**src/hdl/axi_rsp_pkg.sv**
```systemverilog
// Read-response bus types of the memory-test accelerator that the checker RTL and testbench share
`default_nettype none

package axi_rsp_pkg;

  // ====================
  // bus geometry
  // ====================
  localparam int ID_W   = 9;
  localparam int DATA_W = 512;

  // response code as carried on the read channel where only OKAY and SLVERR are produced
  typedef enum logic [1:0] {
    RESP_OKAY   = 2'b00,
    RESP_SLVERR = 2'b10
  } resp_e;

  // one beat of the read-response channel whose valid is a strobe and not a handshake
  typedef struct packed {
    logic              valid;
    logic [ID_W-1:0]   id;
    logic [DATA_W-1:0] data;
    resp_e             resp;
    logic              poison;
  } rd_rsp_t;

endpackage

`default_nettype wire

```
**src/hdl/verify_pkg.sv**
```systemverilog
// Line geometry, pattern size and run configuration types that every checker module refers to
`default_nettype none

package verify_pkg;

  // ====================
  // line geometry
  // ====================
  localparam int LINE_BYTES = 64;
  localparam int PATTERN_W  = 32;
  localparam int COUNT_W    = 9;
  localparam int OFFSET_W   = $clog2(LINE_BYTES);

  // width of one pattern element in the line
  typedef enum logic [1:0] {
    SIZE_8  = 2'd0,
    SIZE_16 = 2'd1,
    SIZE_32 = 2'd2
  } pattern_size_e;

  // ====================
  // run configuration
  // ====================
  // count holds the number of expected responses minus one
  typedef struct packed {
    logic [COUNT_W-1:0]    count;
    logic [PATTERN_W-1:0]  base;
    pattern_size_e         size;
    logic [LINE_BYTES-1:0] mask;
  } run_cfg_t;

  // one response as it moves between the datapath stages
  typedef struct packed {
    logic                        valid;
    logic [axi_rsp_pkg::ID_W-1:0] id;
    logic [PATTERN_W-1:0]        pattern;
    logic [LINE_BYTES*8-1:0]     data;
    logic                        slverr;
    logic                        poison;
  } stage_t;

endpackage

`default_nettype wire

```
**src/hdl/error_record.sv**
```systemverilog
// Last datapath stage of the checker that keeps the first failing response and the error flags
`default_nettype none
`timescale 1ns/1ps

module error_record (
  input  logic                               clk,
  input  logic                               reset_n,
  input  logic                               i_clear,
  input  verify_pkg::pattern_size_e          i_size,
  input  verify_pkg::stage_t                 i_stage,
  input  logic [verify_pkg::LINE_BYTES-1:0]  i_mismatch,
  output logic                               o_error_found,
  output logic                               o_detail_ready,
  output logic                               o_slverr,
  output logic                               o_poison,
  output logic [7:0]                         o_error_id,
  output logic [verify_pkg::PATTERN_W-1:0]   o_expected_pattern,
  output logic [verify_pkg::PATTERN_W-1:0]   o_received_pattern,
  output logic [verify_pkg::OFFSET_W-1:0]    o_byte_offset
);

  logic                                first_fail;
  logic [axi_rsp_pkg::ID_W-1:0]        err_id;
  logic [verify_pkg::PATTERN_W-1:0]    err_pattern;
  logic [verify_pkg::LINE_BYTES*8-1:0] err_data;
  logic [verify_pkg::LINE_BYTES-1:0]   err_mask;
  logic [verify_pkg::OFFSET_W-1:0]     offset;
  logic [verify_pkg::PATTERN_W-1:0]    element;

  // only the first failing response of a run is kept
  assign first_fail = i_stage.valid && (|i_mismatch) && !o_error_found;

  // ====================
  // flags
  // ====================
  always_ff @(posedge clk)
  begin
    if (!reset_n || i_clear)
    begin
      o_error_found <= 1'b0;
      o_slverr      <= 1'b0;
      o_poison      <= 1'b0;
    end
    else
    begin
      if (first_fail)
        o_error_found <= 1'b1;
      if (i_stage.valid)
      begin
        o_slverr <= o_slverr | i_stage.slverr;
        o_poison <= o_poison | i_stage.poison;
      end
    end
  end

  always_ff @(posedge clk)
  begin
    if (first_fail)
    begin
      err_id      <= i_stage.id;
      err_pattern <= i_stage.pattern;
      err_data    <= i_stage.data;
      err_mask    <= i_mismatch;
    end
  end

  // ====================
  // error details
  // ====================
  // scanning downwards leaves the lowest failing lane in offset
  always_comb
  begin
    offset = '0;
    for (int b = verify_pkg::LINE_BYTES - 1; b >= 0; b--)
    begin
      if (err_mask[b])
        offset = b[verify_pkg::OFFSET_W-1:0];
    end
  end

  // the element is aligned to the pattern size and zero-extended
  always_comb
  begin
    element = '0;
    case (i_size)
      verify_pkg::SIZE_8:
        element[7:0] = err_data[{offset, 3'b000} +: 8];
      verify_pkg::SIZE_16:
        element[15:0] = err_data[{offset[verify_pkg::OFFSET_W-1:1], 4'b0000} +: 16];
      default:
        element = err_data[{offset[verify_pkg::OFFSET_W-1:2], 5'b00000} +: 32];
    endcase
  end

  always_ff @(posedge clk)
  begin
    if (!reset_n || i_clear)
      o_detail_ready <= 1'b0;
    else
      o_detail_ready <= o_error_found;
  end

  always_ff @(posedge clk)
  begin
    if (o_error_found && !o_detail_ready)
    begin
      o_byte_offset      <= offset;
      o_received_pattern <= element;
    end
  end

  assign o_error_id         = err_id[7:0];
  assign o_expected_pattern = err_pattern;

endmodule

`default_nettype wire

```
**config.mk**
```make
export PLATFORM = sky130hd
export DESIGN_NAME = error_record
export DESIGN_NICKNAME = d
export VERILOG_FILES = /design/src/hdl/axi_rsp_pkg.sv /design/src/hdl/verify_pkg.sv /design/src/hdl/error_record.sv
export SDC_FILE = /design/constraint.sdc
export NUM_CORES = 1
export LEC_CHECK = 0
export BUFFER_PORTS_ARGS = -buffer_cell sky130_fd_sc_hd__buf_4
export CAP_MARGIN = 0
export CORE_AREA = 2 2 279 281
export CTS_CLUSTER_DIAMETER = 120
export DETAILED_ROUTE_END_ITERATION = 12
export DIE_AREA = 0 0 281 283
export HOLD_SLACK_MARGIN = 0.15
export PLACE_DENSITY_LB_ADDON = 0.3
export SLEW_MARGIN = 25
export SYNTH_ARGS = -nofsm -noshare
export SYNTH_HDL_FRONTEND = slang
export SYNTH_SLANG_ARGS = --single-unit
```
**constraint.sdc**
```tcl
create_clock -name clk -period 33.9 [get_ports clk]
set_clock_uncertainty 0.1 [all_clocks]
set_input_delay 1.695 -clock clk [delete_from_list [all_inputs] [get_ports clk]]
set_output_delay 1.695 -clock clk [all_outputs]
set_load 0.02 [all_outputs]
```
# Word level (Yosys, flattened, before mapping)
# Cells that the tools add are included.
word_totals:
  regBits: 658
  latchBits: 0
  ram_bits: 0
  mem_bits_ro: 0
  n_memories: 0
op_classes:
  addsub: 0
  mul: 0
  div_mod_pow: 0
  order_cmp: 0
  eq_ne: 1
  shift: 3
  muxes: 66
  bitwise_logic: 2
  n_reduce_logical: 10
op_table:
  columns: ["operator", "count"]
  rows:
  - ["$shiftx A512 B10 Y16", 1]
  - ["$shiftx A512 B10 Y32", 1]
  - ["$shiftx A512 B10 Y8", 1]
  - ["$mux W6", 64]
  - ["$reduce_or A64 Y1", 1]
  - ["$pmux W8 S2", 2]
  - ["$logic_and A1 B1 Y1", 3]
  - ["$logic_not A1 Y1", 3]
  - ["$eq A2 B1 Y1 const B", 1]
  - ["$logic_not A2 Y1", 1]
  - ["$or A1 B1 Y1", 2]
  - ["$reduce_or A2 Y1", 1]
  - ["$logic_or A1 B1 Y1", 1]

# Depth between registers and ports, before layout
logic_depth:
  ltp_word: 66
  depth_mapped: 17

# Least setup slack after synthesis
# No wires, ideal clock.
synth_path:
  path_type: "input to register"
  from: "in i_mismatch[31] in the netlist's numbering"
  to: "reg err_data[0] in the netlist's numbering, enable pin"
  setup_ps: 1610
  t_arrival_ps: 27380
  t_required_ps: 32190
  slack_ps: 4810
  path_stages: 4
  path_buffers: 0
  cell_sequence: "nor4_1 nand4_1 o41ai_1 nor2_1"
synth_via:
  elab_chain_len: 3
synth_rtl:
  columns: ["item", "line", "rtl"]
  rows:
  - ["from (decl)", "error_record.sv:11", "input logic [verify_pkg::LINE_BYTES-1:0] i_mismatch,"]
  - ["$reduce_or A64 Y1", "error_record.sv:31", "assign first_fail = i_stage.valid && (|i_mismatch) && !o_error_found;"]
  - ["$logic_and A1 B1 Y1 (2 in series)", "error_record.sv:31", null]
  - ["net first_fail", "error_record.sv:22", "logic first_fail;"]
  - ["to (signal assigned)", "error_record.sv:62", "err_data <= i_stage.data;"]
  - ["to (decl)", "error_record.sv:25", "logic [verify_pkg::LINE_BYTES*8-1:0] err_data;"]
# The timed path passes the listed nets, and every way through them passes these cells.
# A chain may end at the register's enable or synchronous reset.

# Worst setup path after layout
layout_path:
  from: "reg err_mask[32] in the netlist's numbering"
  to: "reg o_received_pattern[13] in the netlist's numbering, data pin"
layout_via:
  elab_chain_len: 35
  word_cells_on_any_way: 36
layout_rtl:
  columns: ["item", "line", "rtl"]
  rows:
  - ["from (decl)", "error_record.sv:26", "logic [verify_pkg::LINE_BYTES-1:0] err_mask;"]
  - ["from (signal assigned)", "error_record.sv:63", "err_mask <= i_mismatch;"]
  - ["$mux W6 (*) (33 in series)", "error_record.sv:76", "if (err_mask[b])"]
  - ["$shiftx A512 B10 Y32 / $shiftx A512 B10 Y16 (equally long branches)", "error_record.sv:91, error_record.sv:89", null]
  - ["$pmux W8 S2 (*)", "error_record.sv:85", "case (i_size)"]
  - ["net element, one bit", "error_record.sv:28", "logic [verify_pkg::PATTERN_W-1:0] element;"]
  - ["to (signal assigned)", "error_record.sv:108", "o_received_pattern <= element;"]
  - ["to (decl)", "error_record.sv:18", "output logic [verify_pkg::PATTERN_W-1:0] o_received_pattern,"]
# The timed path passes the listed nets; every way through them passes the cells marked *.

==> flow_summary.yaml <==
grt:
  grt_pass1_wl_um: 193000
  grtUsageMet1: 0.449
  grt-ovfl-total: 0
  top_usage_layer: "met2"
  antenna_found_initial: 37
  grt_max_degree: 179
  gr-usage-met3: 0.0783
  grt_usage: 0.331
  grt_pass1_vias: 28300
  grt.met2_usage: 0.496
synthesis:
  netlist_area_um2: 33500
  synth_edf_count: 654
  synth_nets: 3900
  ys.warnings.count: 0
  yosys_register_bits: 658
  syn_inst: 3275
  yosysSeqAreaShare: 0.588
  ys_types: 76
  ys.flop_type: "edfxtp_1"
  avgSynthCellArea_um2: 10.2
  async_reset_ff_frac: 0
timing:
  period_share: 0.179
  hold_viol: 0
  rsz0062_at_grt: "false"
  max_freq_mhz: 164
  tns_ps: 0
  final.min_clock_period_ps: 6080
  tightestPinTransition_ps: 1190
  setup_viol: 0
  finalMaxSlewViolations: 0
  slew_headroom: 0.199
clocking:
  cts-root-buf: "clkbuf_16"
  clkTransAtPathRegs_ps: 60
  cts.path.max_buffers: 3
  htreeDepth: 3
  cts_setup_buffers: 0
  numClockSinks: 658
  ctsResizeCount: 0
  cts_hold_buf: 0
  cts_tree: "built"
  cts_inserted_buffers: 76
  worst_skew_pair.late_latency_ps: 650
routing:
  drc_errors: 0
  drt-total-wl_um: 136000
  wire_per_inst_um: 27.2
  firstDrtPassIters: 6
  num_vias: 30400
  ant_nets: 0
  viasPerCell: 6.09
  drt_iter0_drc: 4312
worst_setup_path:
  slowest_stage: "a311oi_1"
  arrival_ps: 6370
  crit_chain: "or4_4 > a2111o_1 > o211ai_4 > nand2_8 > inv_6 > buf_4 > and3_1 > a311oi_1 > a311oi_1 > a2111oi_0 > a211o_1"
  end_kind: "flop"
  crit_path_max_fanout: 62
  cp_slowest_stage_delay_ps: 940
  start_kind: "flop"
  required_ps: 34190
  path_common_cell: "a311oi_1"
  path_class: "flop to flop"
placement:
  hpwlAfterDp_um: 95200
  port_buffers: 705
  gp_congestion: 0.919
  dp.cells: 4817
finish:
  fin_cells: 4988
  nets: 4481
  syn_to_final_growth_pct: 25.9
  final_layout_size_suffix_gt1_frac: 0.235
worst_hold_path:
  hold_class: "flop to flop"
power_and_ir_drop:
  p_sw_frac: 0.247
  power.leakage_nw: 16.4
  power_switching_mw: 0.528
  p_per_area_nw_per_um2: 50.6
  p_seq_frac: 0.465
  power_frac_comb: 0.111
  ir_drop_v: 0.0000449
  clkPwrFrac: 0.424
  p_int_mw: 1.61
die:
  coreArea_um2: 76700
  start_util: 0.437
  dieArea_um2: 79500
  die_w_um: 281
  io_pins: 707
  rows: 102
  dieHeight_um: 283
run:
  max-cap-violations: 0
status:
  status: "finished clean"
## final timing paths
path / start / to / slack [ps] / depth (start not counted)
setup / recovery: err_mask[32] / o_received_pattern[13] / 27820 / 11
hold / removal: o_slverr / o_slverr / 400 / 2
setup reg to reg: err_mask[32] / o_received_pattern[13] / 27820 / 11
hold reg to reg: o_slverr / o_slverr / 400 / 2
## through the flow
stage	util	area [um2]	hold slack (ps)	worst slack (ps)	power (mW)
finish	0.550	42200	401	27820	2.14
global route	0.550	42200	421	27440	2.20
CTS	0.549	42100	395	27980	2.14
detailed placement	0.513	39400	379	27980	1.24
global placement	0.513	39400	353	28060	1.24
floorplan	-	33500	461	4810	1.15
## critical path, delay by kind of cell (launching register included)
| family | cells | cell delay (ps) |
|---|---|---|
| flops | 1 | 440 |
| buf+inv | 2 | 1120 |
| compound gates | 6 | 2670 |
| simple gates | 3 | 1330 |
## power by group through the flow
| stage | Combinational [mW] | Sequential [mW] | Clock (mW) |
|---|---|---|---|
| after floorplan | 0.115 | 1.04 | 0 |
| after global placement | 0.231 | 1.01 | 0 |
| after detailed placement | 0.233 | 1.01 | 0 |
| after CTS | 0.235 | 0.991 | 0.915 |
| after global routing | 0.255 | 0.997 | 0.945 |
| final | 0.238 | 0.993 | 0.906 |
## cell usage in the layout, fill, tap and decap left out, types with 16 or more instances in the layout
cell	Yosys	routed
clkbuf_16	0	78
nand2_1	1029	1027
bufinv_16	0	17
mux2i_1	74	74
a311oi_1	83	81
o22ai_1	18	18
a21oi_1	98	98
nand4_1	29	29
buf_4	16	751
a22oi_1	18	18
a221oi_1	16	16
o21ai_0	57	57
nor3_1	22	22
a31oi_1	54	54
diode_2	0	33
nor4_1	37	37
nand3_1	334	333
nor2_1	79	75
edfxtp_1	654	654
a211oi_1	53	53
and3_1	127	127
## cell usage after synthesis (37+ instances only)
library cell	instances	area, um2
nand2_1	1029	3860
mux2i_1	74	741
edfxtp_1	654	19600
a311oi_1	83	727
nand3_1	334	1670
a21oi_1	98	490
nor4_1	37	231
nor2_1	79	297
a31oi_1	54	338
and3_1	127	795
buf_2	115	576
o21ai_0	57	285
clkbuf_1	79	297
a211oi_1	53	398
## layout make-up
type | count | area [um2]
multi-input cells | 2347 | 12600
inverters | 17 | 90.1
flip-flops and latches | 658 | 19700
diodes | 33 | 82.6
well taps | 1040 | 1300
clock inverters | 52 | 738
repair buffers | 756 | 5750
clock buffers | 85 | 1980
fillers | 6631 | 34500
## kinds of logic (layout without fill, tap and decap cells)
logic type      after synthesis  in the layout  synth area share
compound gates              555            555             0.120
buf+inv                     270            910            0.0394
flops                       658            658             0.588
mux                          89             89            0.0288
other cells                   0             33                 0
simple gates               1703           1703             0.224
## state kept, by name (all words and copies together), names as in the netlist
| signal | flops |
|---|---|
| o_expected_pattern | 32 |
| err_mask | 64 |
| o_slverr | 1 |
| o_byte_offset | 6 |
| err_id | 8 |
| o_detail_ready | 1 |
| o_error_found | 1 |
| o_received_pattern | 32 |
| err_data | 512 |
| o_poison | 1 |
## metal layers
metal  routed length (um)  up-vias
met5                   55        -
met4                 6630       10
met3                15500      319
met2                60700     2148
met1                52800    14500
li1                     -    13400
No activity file was read; power rests on OpenSTA's default activity.
